===== src/source/ibuffer_consts.svh =====
`ifndef IBUFFER_CONSTS_SVH
`define IBUFFER_CONSTS_SVH

// buffer depth, kept a power of two so pointers wrap for free
`define IBUF_ENTRIES 8
`define IBUF_IDX_W   3

// outstanding fetch misses
`define FMID_COUNT   4
`define FMID_W       2

// fetch block geometry
`define FETCH_LANES  8
`define PC_BLOCK_W   35

`endif


===== src/source/ibuffer_pkg.sv =====
`include "ibuffer_consts.svh"

package ibuffer_pkg;

    // --------------------------------------------------
    // index and id types

    typedef logic [`IBUF_IDX_W-1:0] ibuf_idx_t;
    typedef logic [`FMID_W-1:0]     fmid_t;

    // --------------------------------------------------
    // payload types

    // one 16-byte block, lane 0 in the low bits
    typedef logic [`FETCH_LANES-1:0][15:0] fetch16B_t;

    typedef struct packed {
        logic [`PC_BLOCK_W-1:0] src_pc;
        logic                   page_fault;
        logic                   access_fault;
    } ibuf_info_t;

endpackage


===== src/source/ibuffer_entry_if.sv =====
`timescale 1ns/1ps

interface ibuffer_entry_if;

    // queue side
    logic                  enq_fire;
    ibuffer_pkg::ibuf_idx_t enq_idx;
    ibuffer_pkg::ibuf_idx_t deq_idx;

    // tracker side
    logic                  accept_ok;
    logic                  head_waiting;

    modport queue (output enq_fire, enq_idx, deq_idx, input accept_ok, head_waiting);

    modport tracker (input enq_fire, enq_idx, deq_idx, output accept_ok, head_waiting);

endinterface


===== src/source/fetch_miss_tracker.sv =====
`timescale 1ns/1ps
`include "ibuffer_consts.svh"

module fetch_miss_tracker (
    input  logic                 CLK,
    input  logic                 nRST,
    input  logic                 restart_valid,
    ibuffer_entry_if.tracker     entry_if,
    input  logic                 enq_fetch_hit_valid,
    input  logic                 fetch_miss_return_valid,
    input  ibuffer_pkg::fmid_t   fetch_miss_return_fmid,
    output ibuffer_pkg::fmid_t   enq_fmid,
    output logic                 miss_fill_valid,
    output ibuffer_pkg::ibuf_idx_t miss_fill_idx,
    output logic                 hit_fill_valid
);
    import ibuffer_pkg::*;

    logic [`IBUF_ENTRIES-1:0] waiting;
    fmid_t                    fmid_by_entry [`IBUF_ENTRIES];
    logic [`FMID_COUNT-1:0]   fmid_free;
    logic [`IBUF_ENTRIES-1:0] fill_match;
    logic                     miss_enq;

    // --------------------------------------------------
    // fmid offer and return matching

    always_comb begin
        enq_fmid = '0;
        for (int i = `FMID_COUNT - 1; i >= 0; i--) begin
            if (fmid_free[i]) begin
                enq_fmid = fmid_t'(i);
            end
        end
        miss_fill_idx = '0;
        for (int i = `IBUF_ENTRIES - 1; i >= 0; i--) begin
            fill_match[i] = fetch_miss_return_valid & waiting[i]
                & (fmid_by_entry[i] == fetch_miss_return_fmid);
            if (fill_match[i]) begin
                miss_fill_idx = ibuf_idx_t'(i);
            end
        end
    end

    assign miss_fill_valid = |fill_match;

    // hit needs the write port, miss needs an fmid
    assign entry_if.accept_ok = enq_fetch_hit_valid ? ~miss_fill_valid : |fmid_free;
    assign entry_if.head_waiting = waiting[entry_if.deq_idx];

    assign hit_fill_valid = entry_if.enq_fire & enq_fetch_hit_valid;
    assign miss_enq       = entry_if.enq_fire & ~enq_fetch_hit_valid;

    // --------------------------------------------------
    // state

    always_ff @(posedge CLK, negedge nRST) begin
        if (~nRST) begin
            waiting   <= '0;
            fmid_free <= '1;
        end else if (restart_valid) begin
            waiting   <= '0;
            fmid_free <= '1;
        end else begin
            if (entry_if.enq_fire) begin
                waiting[entry_if.enq_idx] <= ~enq_fetch_hit_valid;
            end
            if (miss_fill_valid) begin
                waiting[miss_fill_idx] <= 1'b0;
            end
            // any return frees its id, matched or not
            if (fetch_miss_return_valid) begin
                fmid_free[fetch_miss_return_fmid] <= 1'b1;
            end
            if (miss_enq) begin
                fmid_free[enq_fmid] <= 1'b0;
            end
        end
    end

    // fmid held by each waiting entry
    always_ff @(posedge CLK) begin
        if (miss_enq) begin
            fmid_by_entry[entry_if.enq_idx] <= enq_fmid;
        end
    end

endmodule


===== src/source/ibuffer_distram.sv =====
`timescale 1ns/1ps
`include "ibuffer_consts.svh"

module ibuffer_distram #(
    parameter type entry_t = logic,
    parameter int  DEPTH   = `IBUF_ENTRIES
) (
    input  logic                   CLK,
    input  logic                   wen,
    input  ibuffer_pkg::ibuf_idx_t windex,
    input  entry_t                 wdata,
    input  ibuffer_pkg::ibuf_idx_t rindex,
    output entry_t                 rdata
);
    import ibuffer_pkg::*;

    entry_t mem [DEPTH];

    // write at the edge, no reset on the array
    always_ff @(posedge CLK) begin
        if (wen) begin
            mem[windex] <= wdata;
        end
    end

    // async read
    assign rdata = mem[rindex];

endmodule


===== src/source/ibuffer_queue_ctrl.sv =====
`timescale 1ns/1ps
`include "ibuffer_consts.svh"

module ibuffer_queue_ctrl (
    input  logic                    CLK,
    input  logic                    nRST,
    input  logic                    restart_valid,
    input  logic                    enq_valid,
    input  ibuffer_pkg::ibuf_info_t enq_info,
    output logic                    enq_ready,
    ibuffer_entry_if.queue          entry_if,
    output logic                    deq_valid,
    input  logic                    deq_ready,
    output ibuffer_pkg::ibuf_info_t deq_info
);
    import ibuffer_pkg::*;

    ibuf_idx_t enq_ptr;
    ibuf_idx_t deq_ptr;
    logic      not_full;
    logic      not_empty;
    logic      enq_fire;
    logic      deq_fire;

    // --------------------------------------------------
    // handshakes

    assign enq_ready = not_full & entry_if.accept_ok;
    assign enq_fire  = enq_valid & enq_ready;
    // head blocked while its miss data is still out
    assign deq_valid = not_empty & ~entry_if.head_waiting;
    assign deq_fire  = deq_valid & deq_ready;

    assign entry_if.enq_fire = enq_fire;
    assign entry_if.enq_idx  = enq_ptr;
    assign entry_if.deq_idx  = deq_ptr;

    // --------------------------------------------------
    // pointers and flags

    always_ff @(posedge CLK, negedge nRST) begin
        if (~nRST) begin
            enq_ptr   <= '0;
            deq_ptr   <= '0;
            not_full  <= 1'b1;
            not_empty <= 1'b0;
        end else if (restart_valid) begin
            enq_ptr   <= '0;
            deq_ptr   <= '0;
            not_full  <= 1'b1;
            not_empty <= 1'b0;
        end else begin
            if (enq_fire) begin
                enq_ptr <= enq_ptr + ibuf_idx_t'(1);
            end
            if (deq_fire) begin
                deq_ptr <= deq_ptr + ibuf_idx_t'(1);
            end
            // flags only move when exactly one side fires
            if (enq_fire & ~deq_fire) begin
                not_full  <= (enq_ptr + ibuf_idx_t'(1)) != deq_ptr;
                not_empty <= 1'b1;
            end
            if (deq_fire & ~enq_fire) begin
                not_full  <= 1'b1;
                not_empty <= (deq_ptr + ibuf_idx_t'(1)) != enq_ptr;
            end
        end
    end

    ibuffer_distram #(
        .entry_t (ibuf_info_t),
        .DEPTH   (`IBUF_ENTRIES)
    ) info_store (
        .CLK    (CLK),
        .wen    (enq_fire),
        .windex (enq_ptr),
        .wdata  (enq_info),
        .rindex (deq_ptr),
        .rdata  (deq_info)
    );

endmodule


===== src/source/ibuffer_top.sv =====
`timescale 1ns/1ps

module ibuffer_top (
    input  logic                    CLK,
    input  logic                    nRST,

    // enqueue
    input  logic                    enq_valid,
    input  ibuffer_pkg::ibuf_info_t enq_info,
    input  logic                    enq_fetch_hit_valid,
    input  ibuffer_pkg::fetch16B_t  enq_fetch_hit_fetch16B,
    output logic                    enq_ready,
    output ibuffer_pkg::fmid_t      enq_fmid,

    // miss return
    input  logic                    fetch_miss_return_valid,
    input  ibuffer_pkg::fmid_t      fetch_miss_return_fmid,
    input  ibuffer_pkg::fetch16B_t  fetch_miss_return_fetch16B,

    // yield
    input  logic                    instr_yield_ready,
    output logic                    instr_yield_valid,
    output ibuffer_pkg::ibuf_info_t instr_yield_info,
    output ibuffer_pkg::fetch16B_t  instr_yield_fetch16B,

    // flush
    input  logic                    restart_valid
);
    import ibuffer_pkg::*;

    // --------------------------------------------------
    // internal wires

    ibuffer_entry_if entry_if ();

    logic       miss_fill_valid;
    ibuf_idx_t  miss_fill_idx;
    logic       hit_fill_valid;
    logic       deq_valid;
    logic       deq_ready;
    ibuf_info_t deq_info;
    fetch16B_t  deq_fetch16B;

    // --------------------------------------------------
    // instances

    ibuffer_queue_ctrl queue_ctrl (
        .CLK           (CLK),
        .nRST          (nRST),
        .restart_valid (restart_valid),
        .enq_valid     (enq_valid),
        .enq_info      (enq_info),
        .enq_ready     (enq_ready),
        .entry_if      (entry_if.queue),
        .deq_valid     (deq_valid),
        .deq_ready     (deq_ready),
        .deq_info      (deq_info)
    );

    fetch_miss_tracker miss_tracker (
        .CLK                     (CLK),
        .nRST                    (nRST),
        .restart_valid           (restart_valid),
        .entry_if                (entry_if.tracker),
        .enq_fetch_hit_valid     (enq_fetch_hit_valid),
        .fetch_miss_return_valid (fetch_miss_return_valid),
        .fetch_miss_return_fmid  (fetch_miss_return_fmid),
        .enq_fmid                (enq_fmid),
        .miss_fill_valid         (miss_fill_valid),
        .miss_fill_idx           (miss_fill_idx),
        .hit_fill_valid          (hit_fill_valid)
    );

    // hit data lands at the enqueue slot
    instr_fill_port fill_port (
        .CLK             (CLK),
        .miss_fill_valid (miss_fill_valid),
        .miss_fill_idx   (miss_fill_idx),
        .miss_fill_data  (fetch_miss_return_fetch16B),
        .hit_fill_valid  (hit_fill_valid),
        .hit_fill_idx    (entry_if.enq_idx),
        .hit_fill_data   (enq_fetch_hit_fetch16B),
        .rindex          (entry_if.deq_idx),
        .rdata           (deq_fetch16B)
    );

    yield_stage yield_reg (
        .CLK                  (CLK),
        .nRST                 (nRST),
        .restart_valid        (restart_valid),
        .deq_valid            (deq_valid),
        .deq_ready            (deq_ready),
        .deq_info             (deq_info),
        .deq_fetch16B         (deq_fetch16B),
        .instr_yield_ready    (instr_yield_ready),
        .instr_yield_valid    (instr_yield_valid),
        .instr_yield_info     (instr_yield_info),
        .instr_yield_fetch16B (instr_yield_fetch16B)
    );

endmodule


===== src/source/instr_fill_port.sv =====
`timescale 1ns/1ps
`include "ibuffer_consts.svh"

module instr_fill_port (
    input  logic                   CLK,
    input  logic                   miss_fill_valid,
    input  ibuffer_pkg::ibuf_idx_t miss_fill_idx,
    input  ibuffer_pkg::fetch16B_t miss_fill_data,
    input  logic                   hit_fill_valid,
    input  ibuffer_pkg::ibuf_idx_t hit_fill_idx,
    input  ibuffer_pkg::fetch16B_t hit_fill_data,
    input  ibuffer_pkg::ibuf_idx_t rindex,
    output ibuffer_pkg::fetch16B_t rdata
);
    import ibuffer_pkg::*;

    logic      wen;
    ibuf_idx_t windex;
    fetch16B_t wdata;

    // fixed priority, miss fill wins the write port
    assign wen    = miss_fill_valid | hit_fill_valid;
    assign windex = miss_fill_valid ? miss_fill_idx : hit_fill_idx;
    assign wdata  = miss_fill_valid ? miss_fill_data : hit_fill_data;

    ibuffer_distram #(
        .entry_t (fetch16B_t),
        .DEPTH   (`IBUF_ENTRIES)
    ) instr_store (
        .CLK    (CLK),
        .wen    (wen),
        .windex (windex),
        .wdata  (wdata),
        .rindex (rindex),
        .rdata  (rdata)
    );

endmodule


===== src/source/yield_stage.sv =====
`timescale 1ns/1ps

module yield_stage (
    input  logic                    CLK,
    input  logic                    nRST,
    input  logic                    restart_valid,
    input  logic                    deq_valid,
    output logic                    deq_ready,
    input  ibuffer_pkg::ibuf_info_t deq_info,
    input  ibuffer_pkg::fetch16B_t  deq_fetch16B,
    input  logic                    instr_yield_ready,
    output logic                    instr_yield_valid,
    output ibuffer_pkg::ibuf_info_t instr_yield_info,
    output ibuffer_pkg::fetch16B_t  instr_yield_fetch16B
);
    import ibuffer_pkg::*;

    logic load;

    // take a new block when empty or when the current one leaves
    assign deq_ready = ~instr_yield_valid | instr_yield_ready;
    assign load      = deq_valid & deq_ready;

    always_ff @(posedge CLK, negedge nRST) begin
        if (~nRST) begin
            instr_yield_valid <= 1'b0;
        end else if (restart_valid) begin
            instr_yield_valid <= 1'b0;
        end else if (deq_ready) begin
            instr_yield_valid <= deq_valid;
        end
    end

    // payload held under back-pressure
    always_ff @(posedge CLK) begin
        if (load) begin
            instr_yield_info     <= deq_info;
            instr_yield_fetch16B <= deq_fetch16B;
        end
    end

endmodule

===== config.mk =====
export PLATFORM = sky130hd
export DESIGN_NAME = ibuffer_top
export DESIGN_NICKNAME = d
export VERILOG_FILES = /design/src/source/ibuffer_pkg.sv /design/src/source/ibuffer_entry_if.sv /design/src/source/fetch_miss_tracker.sv /design/src/source/ibuffer_distram.sv /design/src/source/ibuffer_queue_ctrl.sv /design/src/source/ibuffer_top.sv /design/src/source/instr_fill_port.sv /design/src/source/yield_stage.sv
export VERILOG_INCLUDE_DIRS = /design/src /design/src/source
export SDC_FILE = /design/constraint.sdc
export NUM_CORES = 1
export LEC_CHECK = 0
export BUFFER_PORTS_ARGS = -buffer_cell sky130_fd_sc_hd__buf_2
export CORE_ASPECT_RATIO = 1.2
export CORE_UTILIZATION = 40
export DETAILED_ROUTE_END_ITERATION = 6
export GPL_ROUTABILITY_DRIVEN = 1
export PLACE_DENSITY = 0.53
export SETUP_SLACK_MARGIN = 0.05
export SYNTH_ARGS = -nofsm -noshare
export SYNTH_HDL_FRONTEND = slang
export SYNTH_HIERARCHICAL = 1
export SYNTH_SLANG_ARGS = --single-unit

===== constraint.sdc =====
create_clock -name CLK -period 13.2 [get_ports CLK]
set_input_delay 2.64 -clock CLK [delete_from_list [all_inputs] [get_ports CLK]]
set_output_delay 2.64 -clock CLK [all_outputs]
set_load 0.05 [all_outputs]

==> Word level (Yosys, flattened, before mapping) <==
Memories as Yosys holds them, arrays and structs flattened. A register that Yosys moved wholly into a read port is not among the register bits.
Index checks and enable logic that the tools add are counted.
{ "classes": {"n_reduce_logical": 10, "addsub": 2, "n_mul": 0, "muxes": 52, "eq_ne": 10, "magnitude_cmp": 9, "n_bitwise": 37, "div": 0, "shift": 0} }
{ "op_table": {"columns": ["cell", "count"], "rows": [
  ["128-bit two-way mux", 1],
  ["3-bit two-way mux", 13],
  ["8-bit two-way mux", 4],
  ["1-bit AND", 24],
  ["1-bit two-way mux", 20],
  ["2-bit == test", 8],
  ["4-bit two-way mux", 4],
  ["3-bit by 4-bit < comparator with 1-bit output (second input constant)", 3],
  ["8-bit AND", 1],
  ["8-bit bitwise mux", 1],
  ["2-bit two-way mux", 4],
  ["8-bit inverter", 1],
  ["8-bit OR reduction", 1],
  ["3-bit by 1-bit adder with 3-bit output (second input constant)", 2],
  ["1-bit demux with 3-bit select", 2],
  ["3-bit by 1-bit greater-or-equal comparator with 1-bit output (second input constant)", 2],
  ["2-bit by 3-bit < comparator with 1-bit output (second input constant)", 2],
  ["3-bit != test", 2],
  ["1-bit inverter", 6],
  ["2-bit nonzero test", 3],
  ["4-bit AND", 1],
  ["1-bit demux with 2-bit select", 2],
  ["2-bit by 1-bit greater-or-equal comparator with 1-bit output (second input constant)", 2],
  ["1-bit logical AND", 4],
  ["other kinds (6)", 7]
]} }
{ "word_totals": {"memories": 3, "ram_bits": 1336, "rom_bits": 0, "word_cells": 130, "regBits": 21, "latchBits": 0} }
{ "mem_list": {"columns": ["name", "words", "word_bits", "read_ports", "rd_clocked_by_memory_dff", "write_ports", "line_no", "source"], "rows": [
  ["fill_port.instr_store.mem", 8, 128, 1, 1, 1, "ibuffer_distram.sv:17", "entry_t mem [DEPTH];"],
  ["queue_ctrl.info_store.mem", 8, 37, 1, 1, 1, "ibuffer_distram.sv:17", null],
  ["miss_tracker.fmid_by_entry", 8, 2, 8, 0, 1, "fetch_miss_tracker.sv:20", "fmid_t fmid_by_entry [`IBUF_ENTRIES];"]
]} }

==> Longest topological paths before layout <==
Gate-level depths: netlist (run 1).
{ "logic_depth": {"depth_word": 18, "mapped_depth": 13, "ltp_nobuf": 12} }

==> Cells and area by module <==
The synthesis (run 1) kept the hierarchy.
{ "modules_own_cells": {"columns": ["mod", "area_per_inst_um2", "n_inst", "cells_each"], "rows": [
  ["ibuffer_distram at fill_port.instr_store", 38992.4, 1, 1492],
  ["ibuffer_distram at queue_ctrl.info_store", 11165.7, 1, 440],
  ["yield_stage", 5014.8, 1, 170],
  ["instr_fill_port", 1919.3, 1, 147],
  ["fetch_miss_tracker", 1591.5, 1, 145],
  ["ibuffer_queue_ctrl", 485.5, 1, 44]
]} }

==> Least setup slack after synthesis (run 1) <==
Ideal clock, no wire load.
{ "synth_timing": {"kind": "input port to flip-flop", "startpoint": "input fetch_miss_return_fmid[0]", "endpoint": "memory fill_port/instr_store/mem[0][0] in the netlist's numbering (enable)", "path_stages": 12, "slack_ns": -0.535, "required_ns": 12.427, "arrival_ns": 12.962, "setup_time_ns": 0.773, "path_cell_list": "buf_6 > xnor2_1 > nand4_1 > nand4_1 > nand3b_1 > a21oi_1 > nand3_1 > inv_1 > and2_1 > or2_1 > nand2b_1 > nor3_1"} }
{ "synth_between": {"elab_chain_len": 11, "word_cells_on_any_way": 34} }
{ "synth_rtl": {"columns": ["item", "line_no", "source"], "rows": [
  ["start: declaration", "ibuffer_top.sv:17", "input ibuffer_pkg::fmid_t fetch_miss_return_fmid,"],
  ["2-bit == test", "fetch_miss_tracker.sv:38", "& (fmid_by_entry[i] == fetch_miss_return_fmid);"],
  ["1-bit AND", "fetch_miss_tracker.sv:38", null],
  ["8-bit OR reduction *", "fetch_miss_tracker.sv:45", "assign miss_fill_valid = |fill_match;"],
  ["net miss_fill_valid", "ibuffer_top.sv:36", "logic miss_fill_valid;"],
  ["1-bit inverter *", "fetch_miss_tracker.sv:48", "assign entry_if.accept_ok = enq_fetch_hit_valid ? ~miss_fill_valid : |fmid_free;"],
  ["1-bit two-way mux *", "fetch_miss_tracker.sv:48", null],
  ["net entry_if.accept_ok", "ibuffer_entry_if.sv:11", "logic accept_ok;"],
  ["1-bit AND *", "ibuffer_queue_ctrl.sv:28", "assign enq_ready = not_full & entry_if.accept_ok;"],
  ["1-bit AND *", "ibuffer_queue_ctrl.sv:29", "assign enq_fire = enq_valid & enq_ready;"],
  ["net entry_if.enq_fire", "ibuffer_entry_if.sv:6", "logic enq_fire;"],
  ["1-bit AND *", "fetch_miss_tracker.sv:51", "assign hit_fill_valid = entry_if.enq_fire & enq_fetch_hit_valid;"],
  ["net hit_fill_valid", "ibuffer_top.sv:38", "logic hit_fill_valid;"],
  ["1-bit OR *", "instr_fill_port.sv:22", "assign wen = miss_fill_valid | hit_fill_valid;"],
  ["net fill_port.wen", "instr_fill_port.sv:17", "logic wen;"],
  ["1-bit two-way mux *", "ibuffer_distram.sv:21", "if (wen) begin"],
  ["1-bit two-way mux (not written as such) *", "ibuffer_distram.sv:22", "mem[windex] <= wdata;"],
  ["end: declaration", "ibuffer_distram.sv:17", null]
]} }
The timed path passes the listed nets; every way through them passes the cells marked *.

==> Final worst setup path (run 1) <==
{ "layout_timing": {"startpoint": "input fetch_miss_return_fmid[1]", "endpoint": "output enq_ready"} }
{ "layout_between": {"elab_chain_len": 6, "word_cells_on_any_way": 20} }
{ "layout_rtl": {"columns": ["item", "line_no", "source"], "rows": [
  ["2-bit == test", "fetch_miss_tracker.sv:38", null],
  ["1-bit AND", "fetch_miss_tracker.sv:38", null],
  ["8-bit OR reduction *", "fetch_miss_tracker.sv:45", null],
  ["net miss_fill_valid", "ibuffer_top.sv:36", null],
  ["1-bit inverter *", "fetch_miss_tracker.sv:48", null],
  ["1-bit two-way mux *", "fetch_miss_tracker.sv:48", null],
  ["net entry_if.accept_ok", "ibuffer_entry_if.sv:11", null],
  ["1-bit AND *", "ibuffer_queue_ctrl.sv:28", null],
  ["end: declaration", "ibuffer_top.sv:12", "output logic enq_ready,"]
]} }
Marked as above.

==> results of run 1 <==
==> state kept, by name (all words and copies together) (netlist names) <==
name and cells:
fill_port/instr_store/mem 1024, queue_ctrl/info_store/mem 296, yield_reg/instr_yield_fetch16B 128, yield_reg/instr_yield_info 37, miss_tracker/fmid_by_entry 16, miss_tracker/waiting 8, miss_tracker/fmid_free 4, queue_ctrl/entry_if.deq_idx 3
queue_ctrl/entry_if.enq_idx 3, queue_ctrl/not_empty 1, queue_ctrl/not_full 1, yield_reg/instr_yield_valid 1
==> cells by family (layout without fill, tap and decap cells) <==
kind of cell             count (synthesis)  in the layout  share of synthesized area (%)
XOR/XNOR                                25             25                          0.434
AO/OA/AOI/OAI                           37             37                          0.461
flip-flops                            1522           1522                           77.1
other                                    0              9                              0
multiplexers                           630            630                           19.3
buffers and inverters                  119            794                           1.78
AND/OR/NAND/NOR                        103            103                          0.947
adder cells (fa/ha/maj)                  2              2                         0.0423
==> worst paths after layout <==
check / cells after the start / end / slack, ps
worst min-delay path: 2 / miss_tracker/fmid_free[3] / 530
worst max register to register: 7 / yield_reg/instr_yield_fetch16B[64] / 7810
worst max-delay path: 8 / enq_ready / 6120
worst min register to register: 2 / miss_tracker/fmid_free[3] / 530
max in group asynchronous: 1 / queue_ctrl/entry_if.deq_idx[2] / 10990
min in group asynchronous: 1 / queue_ctrl/entry_if.enq_idx[2] / 1820
==> area by class of cell <==
type | instances | area [µm²]
multi-input combinational | 797 | 12600
timing repair buffer | 508 | 2760
sequential | 1522 | 45600
clock buffer | 184 | 4030
clock inverter | 95 | 810
inverter | 7 | 26.3
tap | 1950 | 2440
antenna | 9 | 22.5
fill | 12100 | 78500
==> through the flow <==
step / instance area, µm² / hold WS [ps]
final: 68300 / 526
after global routing: 68300 / 555
after CTS: 68300 / 529
after detailed placement: 63500 / 520
after global placement: 63500 / 494
after floorplan: 59200 / 476
==> power breakdown <==
part / switching [W] / leakage (nW) / internal, W / total, W
registers: 0.000101 / 13.9 / 0.00563 / 0.00573
logic: 0.000898 / 5.80 / 0.000570 / 0.00147
clock network: 0.00179 / 2.36 / 0.00238 / 0.00417
total: 0.00279 / 22.0 / 0.00858 / 0.0114
==> worst max-delay path, stage by stage <==
cell and delay [ps]:
buf_2 280, xnor2_1 140, nand4_1 170, nand4_1 200, nand3b_1 290, a21oi_1 270
and2_1 170, buf_2 270
==> layer usage <==
metal  vias up  wire length (µm)  global-route usage, %
li1      11500                 -                      -
met1     14400             57000                   24.4
met2       759             68200                   30.4
met3       203              9510                   4.84
met4        36              2850                   4.87
met5         -               221                      0
==> layout by cell type, fill, tap and decap left out, drive strengths merged, types with 8 or more instances in the layout <==
cell and count:
mux2 297, edfxtp 1501, xor2 8, xnor2 15, nor3 13, a21oi 13, buf 508, mux4 332
o21ai 8, nand2b 11, clkbuf 184, dfrtp 16, nand4 8, nor2 29, nand2 15, diode 9
bufinv 10, inv 13, clkinv 75
==> out/qor.txt, run 1 <==
Most common cell in the synthesized netlist - edfxtp_1
CTS root buffer - clkbuf_16
HP Class - register to register
PwrDens - 166 nW/µm²
Critical hold path startpoint - miss_tracker/fmid_free[3]
Fin crit share - 53.6%
Die area - 149000 µm²
Crit end category - output pin
Max_slew headroom - 24.0%
Placed insts - 4783
Peak supply drop - 0.127 mV
Post-Syn Area - 59200 µm²
Hpwl dp - 76.4 mm
Clock skew - 24.6 ps
Total power - 0.0114 W
Vias in the first global route - 29000
Routed length per placed instance - 27.2 µm
Nets - 3294
Largest net degree at the start of global routing - 146
Dominant cell type by area after synthesis - edfxtp_1
Clock slew at reported path FFs - 60 ps
P&R area growth vs syn - 15.5%
# rows - 154
Synth Flop Type - edfxtp_1
Post-synth top cells - edfxtp_1, mux4_2, mux2_2, mux2_4, mux4_1
H-tree depth - 4
Post-CTS setup buffer count - 0
Synth Net Count - 2742
CP startpoint - fetch_miss_return_fmid[1]
Final setup violation count - 0
Yosys warnings - 6
Netlist cell types - 61
Setup crit start kind - input pin
Origin of the critical flop-to-flop path - queue_ctrl/entry_if.deq_idx[1]
WP data arrival - 4440 ps
Max clock buf depth - 3
Core ar. - 147000 µm²
PostCTS Resize Cnt - 0
Syn Inst Count - 2438
Worst Path Class, Setup - input pin to output pin
First-pass iteration count of the detailed router - 5
Drt initial violations - 2169
CTS sink count - 1522
DR DRC count - 0
CTS Hold Bufs - 0
First-pass GRT wire length - 198 mm
Status - finished clean
Initial Util - 40.3%
Later-pin clock latency in the skew report - 780 ps
Synth top area cells - edfxtp_1, mux4_2, mux2_2
Final min period - 7080 ps
Initial antenna violation count - 48
F_max - 141 MHz
Static Leak - 22.0 nW
RSZ-0062 raised after global routing - false
Layout Cells excl Fill - 5072
CTS tree - done
Gr usage total - 18.5%
CTS buffer count - 154
Worst-Margin Slew - 1140 ps
Post-Place Setup Slack - 5550 ps
I/O pin count - 471
CP max FO - 12
Port Buffer Count - 470
Post-synth EDFFs - 1501
Register area share after synthesis - 77.1%
TNS Setup - 0 ps
Grt total ovfl - 0
Post-route ant nets - 0
Share of layout cells above drive strength 1 - 42.1%
DR vias - 26900
#FFs+latches synth - 1522
Top cell type's share of synthesized area - 76.2%
Die height - 423 µm
Slew Limit Fails - 0
Routed WL - 138 mm
Die W - 353 µm
Final Hold Fails - 0
Final core utilization - 46.5%
Via/cell ratio - 5.31
Required time of the worst setup path - 10560 ps
Post-synth ARST share - 1.38%
Final WS setup - 6120 ps
Max_cap viols - 0
Syn avg cell area - 24.3 µm²
Routability Congestion - 0.770
No activity file was read; power rests on OpenSTA's default activity.
==> run 2: changes to the inputs <==
PLACE_DENSITY = 0.55   (was 0.53)
clock period = 6 ns   (was 13.2 ns; I/O delays follow)
==> run 2 against run 1 <==
Effect of this change: clock power increased by 120%; first-iteration DRC count is 5.5% lower; cell count barely moved; critical path depth stayed put; routed wire length is 3.5% lower; clock-buffer cell count increased by 18; global-route usage is 0.68 points lower; register-to-register slack got worse by 5600 ps; clock skew shrank 4.4 ps; sequential power grew 120%; largest cell class unchanged; largest power group unchanged.
==> out/qor.txt, run 2 (synthesis results as in run 1) <==
Total power - 0.0248 W (was 0.0114 W)
PwrDens - 362 nW/µm² (was 166 nW/µm²)
Setup crit start kind - input pin (unchanged)
Die height - 423 µm (unchanged)
Buffers and inverters on the worst path - 2 (unchanged)
Largest net degree at the start of global routing - 121 (was 146)
Worst-path cell chain - buf_2, xnor2_1, nand4_1, nand4_1, nand3b_1, a21oi_2, and2_1, buf_2 (was buf_2, xnor2_1, nand4_1, nand4_1, nand3b_1, a21oi_1, and2_1, buf_2)
Placed insts - 4802 (was 4783)
Gr usage total - 17.8% (was 18.5%)
Initial Util - 40.3% (unchanged)
CTS sink count - 1522 (unchanged)
Vias in the first global route - 28700 (was 29000)
Routed WL - 133 mm (was 138 mm)
Die area - 149000 µm² (unchanged)
I/O pin count - 471 (unchanged)
Max FFs per register - 1024 (unchanged)
Port Buffer Count - 470 (unchanged)
Static Leak - 22.1 nW (was 22.0 nW)
First-pass iteration count of the detailed router - 5 (unchanged)
Largest regs - fill_port/instr_store/mem (1024), queue_ctrl/info_store/mem (296), yield_reg/instr_yield_fetch16B (128) (unchanged)
RSZ-0062 raised after global routing - false (unchanged)
Clock slew at reported path FFs - 60 ps (about the same)
Slew Limit Fails - 0 (unchanged)
CP max FO - 12 (unchanged)
Status - finished clean (unchanged)
CTS root buffer - clkbuf_16 (unchanged)
Reg with most FFs - fill_port/instr_store/mem (unchanged)
Routed length per placed instance - 26.2 µm (was 27.2 µm)
Post-route ant nets - 0 (unchanged)
Initial antenna violation count - 20 (was 48)
Crit end category - output pin (unchanged)
Max_slew headroom - 24.4% (was 24.0%)
H-tree depth - 4 (unchanged)
Worst stage delay on the critical path - 340 ps (was 290 ps)
Max clock buf depth - 3 (unchanged)
Final min period - 4270 ps
Fin crit share - 71.1%
Layout Cells excl Fill - 5077 (was 5072)
Nets - 3311 (was 3294)
Hpwl dp - 78.2 mm (was 76.4 mm)
Worst Path Class, Setup - input pin to output pin (unchanged)
Required time of the worst setup path - 4800 ps (was 10560 ps)
Routability Congestion - 0.770 (about the same)
Worst-Margin Slew - 1130 ps (was 1140 ps)
Final Hold Fails - 0 (unchanged)
Post-CTS setup buffer count - 0 (unchanged)
WP data arrival - 3070 ps (was 4440 ps)
P&R area growth vs syn - 15.8% (was 15.5%)
Peak supply drop - 0.304 mV (was 0.127 mV)
CTS Hold Bufs - 0 (unchanged)
CTS tree - done (unchanged)
CP delay by family, top - simple AND/OR/NAND/NOR gates (unchanged)
Via/cell ratio - 5.27 (was 5.31)
Final setup violation count - 0 (unchanged)
F_max - 234 MHz
Die W - 353 µm (unchanged)
CTS buffer count - 153 (was 154)
DR DRC count - 0 (unchanged)
Drt initial violations - 2050 (was 2169)
Clock skew - 20.2 ps (was 24.6 ps)
Core ar. - 147000 µm² (unchanged)
Commonest non-fill, non-tap cell in the layout - edfxtp_1 (unchanged)
Share of layout cells above drive strength 1 - 42.5% (was 42.1%)
# rows - 154 (unchanged)
Later-pin clock latency in the skew report - 770 ps (was 780 ps)
DR vias - 26800 (was 26900)
Leading cell types in the layout, fill and taps excluded - edfxtp_1, buf_2, mux4_2 (unchanged)
Grt total ovfl - 0 (unchanged)
Slowest CP cell - nand3b_1 (unchanged)
PostCTS Resize Cnt - 0 (unchanged)
HP Class - input pin to async pin (was register to register)
Max_cap viols - 0 (unchanged)
First-pass GRT wire length - 194 mm (was 198 mm)
-- run 2: path summary, 6_finish.rpt --
| check | start | endpoint | slack (ps) | cells after the start |
|---|---|---|---|---|
| max in group asynchronous | nRST | queue_ctrl/entry_if.deq_idx[0] | 5180 | 1 |
| min in group CLK | miss_tracker/fmid_free[3] | miss_tracker/fmid_free[3] | 520 | 2 |
| max | fetch_miss_return_fmid[1] | enq_ready | 1730 | 8 |
| min reg2reg | miss_tracker/fmid_free[3] | miss_tracker/fmid_free[3] | 520 | 2 |
| max reg2reg | miss_tracker/fmid_by_entry[2][0] | fill_port/instr_store/mem[1][103] | 2200 | 9 |
| min | nRST | miss_tracker/waiting[3] | 420 | 1 |
-- run 2: metal layers --
| layer | global-route usage (%) | vias up | share of wire (%) |
|---|---|---|---|
| met5 | 0 | - | 0.030 |
| met4 | 4.70 | 6 | 2.0 |
| met3 | 3.23 | 219 | 4.9 |
| met2 | 30.6 | 773 | 51 |
| met1 | 23.2 | 14200 | 42 |
| li1 | - | 11500 | - |
-- run 2: layout make-up --
cell class / instances / area, µm²
fillers: 12300 / 78300
flip-flops and latches: 1522 / 45600
multi-input cells: 797 / 12700
clock buffers: 202 / 4140
repair buffers: 526 / 3100
well taps: 1950 / 2440
clock inverters: 72 / 537
inverters: 7 / 28.8
diodes: 1 / 2.50
-- run 2: metrics by stage --
step / setup WS [ps] / hold slack [ps] / cell area, µm² / utilization [%] / TNS (ps)
2_1_floorplan: -644 / 476 / 59300 / - / -466030
3_3_place_gp: 1060 / 487 / 63900 / 43.5 / 0
3_5_place_dp: 984 / 508 / 63900 / 43.5 / 0
4_1_cts: 1680 / 376 / 68500 / 46.7 / 0
5_1_grt: 1520 / 417 / 68500 / 46.7 / 0
6_report: 1730 / 420 / 68500 / 46.7 / 0
-- run 2: report_power, final --
part	internal (W)	leakage [nW]	switching [W]
Sequential	0.0124	13.9	0.000210
Combinational	0.00128	5.97	0.00198
Clock	0.00507	2.26	0.00391
==> run 3: changes to the inputs <==
ABC_AREA = 1   (was not set)
clock period = 3.6 ns   (was 6 ns; I/O delays follow)
==> run 3 against run 2 <==
Effect of this change: largest cell class unchanged; synthesized area up 12%; sequential power up 77%; sequential cell count unchanged; clock power up 82%.
==> out/qor.txt, run 3 <==
Worst-path cell chain - inv_1, nand2_1, nand2_1, nor2_1, nand2_1, o21ai_0, nor2_2, nand3_4, a21oi_2, nand2_1, inv_1, buf_4 (was buf_2, xnor2_1, nand4_1, nand4_1, nand3b_1, a21oi_2, and2_1, buf_2)
Post-synth EDFFs - 1501 (unchanged)
Leading cell types in the layout, fill and taps excluded - nand2_1, edfxtp_1, inv_1 (was edfxtp_1, buf_2, mux4_2)
Crit end category - output pin (unchanged)
Share of layout cells above drive strength 1 - 12.6% (was 42.5%)
Comb pwr share - 31.3% (was 13.1%)
Largest regs - fill_port/instr_store/mem (1024), queue_ctrl/info_store/mem (296), yield_reg/instr_yield_fetch16B (128) (unchanged)
Worst Path Class, Setup - register to output pin (was input pin to output pin)
CP Depth - 12 (was 8)
Post-synth ARST share - 1.38% (unchanged)
Worst-Margin Slew - 1100 ps (was 1130 ps)
Max FFs per register - 1024 (unchanged)
Peak supply drop - 0.535 mV (was 0.304 mV)
Max_slew headroom - 26.8% (was 24.4%)
Routability Congestion - 0.850 (was 0.770)
Drt initial violations - 3241 (was 2050)
Hpwl dp - 114 mm (was 78.2 mm)
Synth top area cells - edfxtp_1, nand2_1, inv_1 (was edfxtp_1, mux4_2, mux2_2)
Nets - 7451 (was 3311)
PwrDens - 724 nW/µm² (was 362 nW/µm²)
Reg with most FFs - fill_port/instr_store/mem (unchanged)
Fin crit share - 93.1%
I/O pin count - 471 (unchanged)
Initial antenna violation count - 31 (was 20)
Final setup violation count - 0 (unchanged)
Synth Flop Type - edfxtp_1 (unchanged)
Dominant cell type by area after synthesis - edfxtp_1 (unchanged)
Vias in the first global route - 43300 (was 28700)
CTS buffer count - 160 (was 153)
First-pass GRT wire length - 272 mm (was 194 mm)
Clock skew - 32.9 ps (was 20.2 ps)
Via/cell ratio - 4.76 (was 5.27)
Yosys warnings - 6 (unchanged)
DR DRC count - 0 (unchanged)
Core ar. - 165000 µm² (was 147000 µm²)
CP delay by family, top - simple AND/OR/NAND/NOR gates (unchanged)
Largest net degree at the start of global routing - 175 (was 121)
Routed WL - 182 mm (was 133 mm)
RSZ-0062 raised after global routing - false (unchanged)
Post-route ant nets - 0 (unchanged)
Later-pin clock latency in the skew report - 810 ps (was 770 ps)
Crit path top cell by count - nand2_1
FF-to-FF End - fill_port/instr_store/mem[7][54] (was fill_port/instr_store/mem[1][103])
CP startpoint - miss_tracker/fmid_by_entry[6][0] (was fetch_miss_return_fmid[1])
CTS sink count - 1522 (unchanged)
# rows - 163 (was 154)
#FFs+latches synth - 1522 (unchanged)
Initial Util - 40.4% (was 40.3%)
TNS Setup - 0 ps (unchanged)
Register area share after synthesis - 68.5% (was 77.1%)
Final min period - 3350 ps
Status - finished clean (unchanged)
Synth Net Count - 6949 (was 2742)
Netlist cell types - 43 (was 61)
Worst Setup EP - enq_ready (unchanged)
Final Hold Fails - 0 (unchanged)
Sw Share - 37.5% (was 24.6%)
Port Buffer Count - 470 (unchanged)
Reg2Reg Setup Slack - 700 ps (was 2200 ps)
Net load switching power - 0.0211 W (was 0.00610 W)
Gr usage total - 21.5% (was 17.8%)
Total power - 0.0562 W (was 0.0248 W)
Top cell type's share of synthesized area - 67.7% (was 76.2%)
Origin of the critical flop-to-flop path - miss_tracker/fmid_by_entry[6][0] (was miss_tracker/fmid_by_entry[2][0])
Syn Inst Count - 6645 (was 2438)
Die W - 374 µm (was 353 µm)
Seq pwr share - 39.7% (was 50.7%)
Slowest CP cell - edfxtp_1 (was nand3b_1)
Clock slew at reported path FFs - 60 ps (about the same)
Routed length per placed instance - 19.3 µm (was 26.2 µm)
Max_cap viols - 0 (unchanged)
Buffers and inverters on the worst path - 3 (was 2)
Post-synth top cells - nand2_1, edfxtp_1, inv_1, nand3_1, buf_2 (was edfxtp_1, mux4_2, mux2_2, mux2_4, mux4_1)
Post-Syn Area - 66500 µm² (was 59200 µm²)
Slew Limit Fails - 0 (unchanged)
Die area - 168000 µm² (was 149000 µm²)
Syn avg cell area - 10.0 µm² (was 24.3 µm²)
Cell Int Power - 0.0351 W (was 0.0187 W)
Die height - 449 µm (was 423 µm)
H-tree depth - 4 (unchanged)
Clock share of power - 29.0% (was 36.2%)
Commonest non-fill, non-tap cell in the layout - nand2_1 (was edfxtp_1)
P&R area growth vs syn - 16.6% (was 15.8%)
Required time of the worst setup path - 2880 ps (was 4800 ps)
First-pass iteration count of the detailed router - 6 (was 5)
R2r worst-path depth - 18 (was 9)
CTS tree - done (unchanged)
CTS root buffer - clkbuf_16 (unchanged)
Most common cell in the synthesized netlist - nand2_1 (was edfxtp_1)
Worst stage delay on the critical path - 420 ps (was 340 ps)
Setup crit start kind - register (was input pin)
WP data arrival - 2630 ps (was 3070 ps)
CP max FO - 2 (was 12)
Grt total ovfl - 0 (unchanged)
DR vias - 44800 (was 26800)
HP Class - input pin to register (was input pin to async pin)
Static Leak - 35.2 nW (was 22.1 nW)
F_max - 298 MHz
Max clock buf depth - 3 (unchanged)
-- run 3: cell count changes after synthesis, moves of 79 or more --
cell,delta
mux2_2,-218
nand2_1,+2614
nand3_1,+677
mux2_4,-79
buf_2,+171
inv_1,+1377
mux4_2,-260
-- run 3: layer usage --
metal	wire length, µm	up-vias	GRT usage, %
met5	233	-	0
met4	5760	38	7.24
met3	11300	315	4.31
met2	87500	1279	35.4
met1	77100	21500	28.2
li1	-	21800	-
-- run 3: how the worst min path moves through the flow --
stage	startpoint	to	slack, ps	cells past startpoint
5_1_grt	enq_info[27]	queue_ctrl/info_store/mem[6][27]	150	1
6_report	enq_info[28]	queue_ctrl/info_store/mem[4][28]	200	1
4_1_cts	instr_yield_ready	yield_reg/instr_yield_valid	120	4
2_1_floorplan	nRST	miss_tracker/waiting[0]	420	0
3_3_place_gp	miss_tracker/fmid_free[2]	miss_tracker/fmid_free[2]	580	2
3_5_place_dp	miss_tracker/fmid_free[2]	miss_tracker/fmid_free[2]	590	2
-- run 3: kinds of logic after synthesis --
group                    synth area share, %
AND/OR/NAND/NOR                         20.6
buffers and inverters                   10.4
flip-flops                              68.5
AO/OA/AOI/OAI                          0.372
XOR/XNOR                              0.0921
adder cells (fa/ha/maj)               0.0376
-- run 3: timing repair --
item,in CTS,in global routing
buffers inserted,0,0
gates resized for setup,0,2
hold buffers,1,0
setup endpoints to repair,0,1
hold endpoints to repair,16,0
-- run 3: layout make-up --
| class | count | area [µm²] |
|---|---|---|
| flip-flops and latches | 1522 | 45600 |
| clock buffers | 196 | 4160 |
| well taps | 2145 | 2680 |
| repair buffers | 628 | 4710 |
| diodes | 2 | 5.00 |
| fillers | 15300 | 87200 |
| clock inverters | 99 | 985 |
| multi-input cells | 3442 | 14200 |
| inverters | 1393 | 5270 |
-- run 3: power groups by stage --
stage	registers [W]	clock network [W]	logic (W)
finish	0.0223	0.0163	0.0176
detailed placement	0.0227	0	0.0178
global placement	0.0227	0	0.0178
global route	0.0224	0.0173	0.0193
CTS	0.0223	0.0167	0.0179
floorplan	0.0254	0	0.00938
-- run 3: stage by stage --
step                instances  util, %  setup slack, ps  area [µm²]  hold WS, ps
global placement         9129     44.0             70.4       72500          580
finish                   9427     47.1              247       77600          198
detailed placement       9129     44.0             98.6       72500          589
CTS                      9425     47.1              118       77600          122
global route             9426     47.1             74.3       77600          150
floorplan                6645        -             -954       66600          424
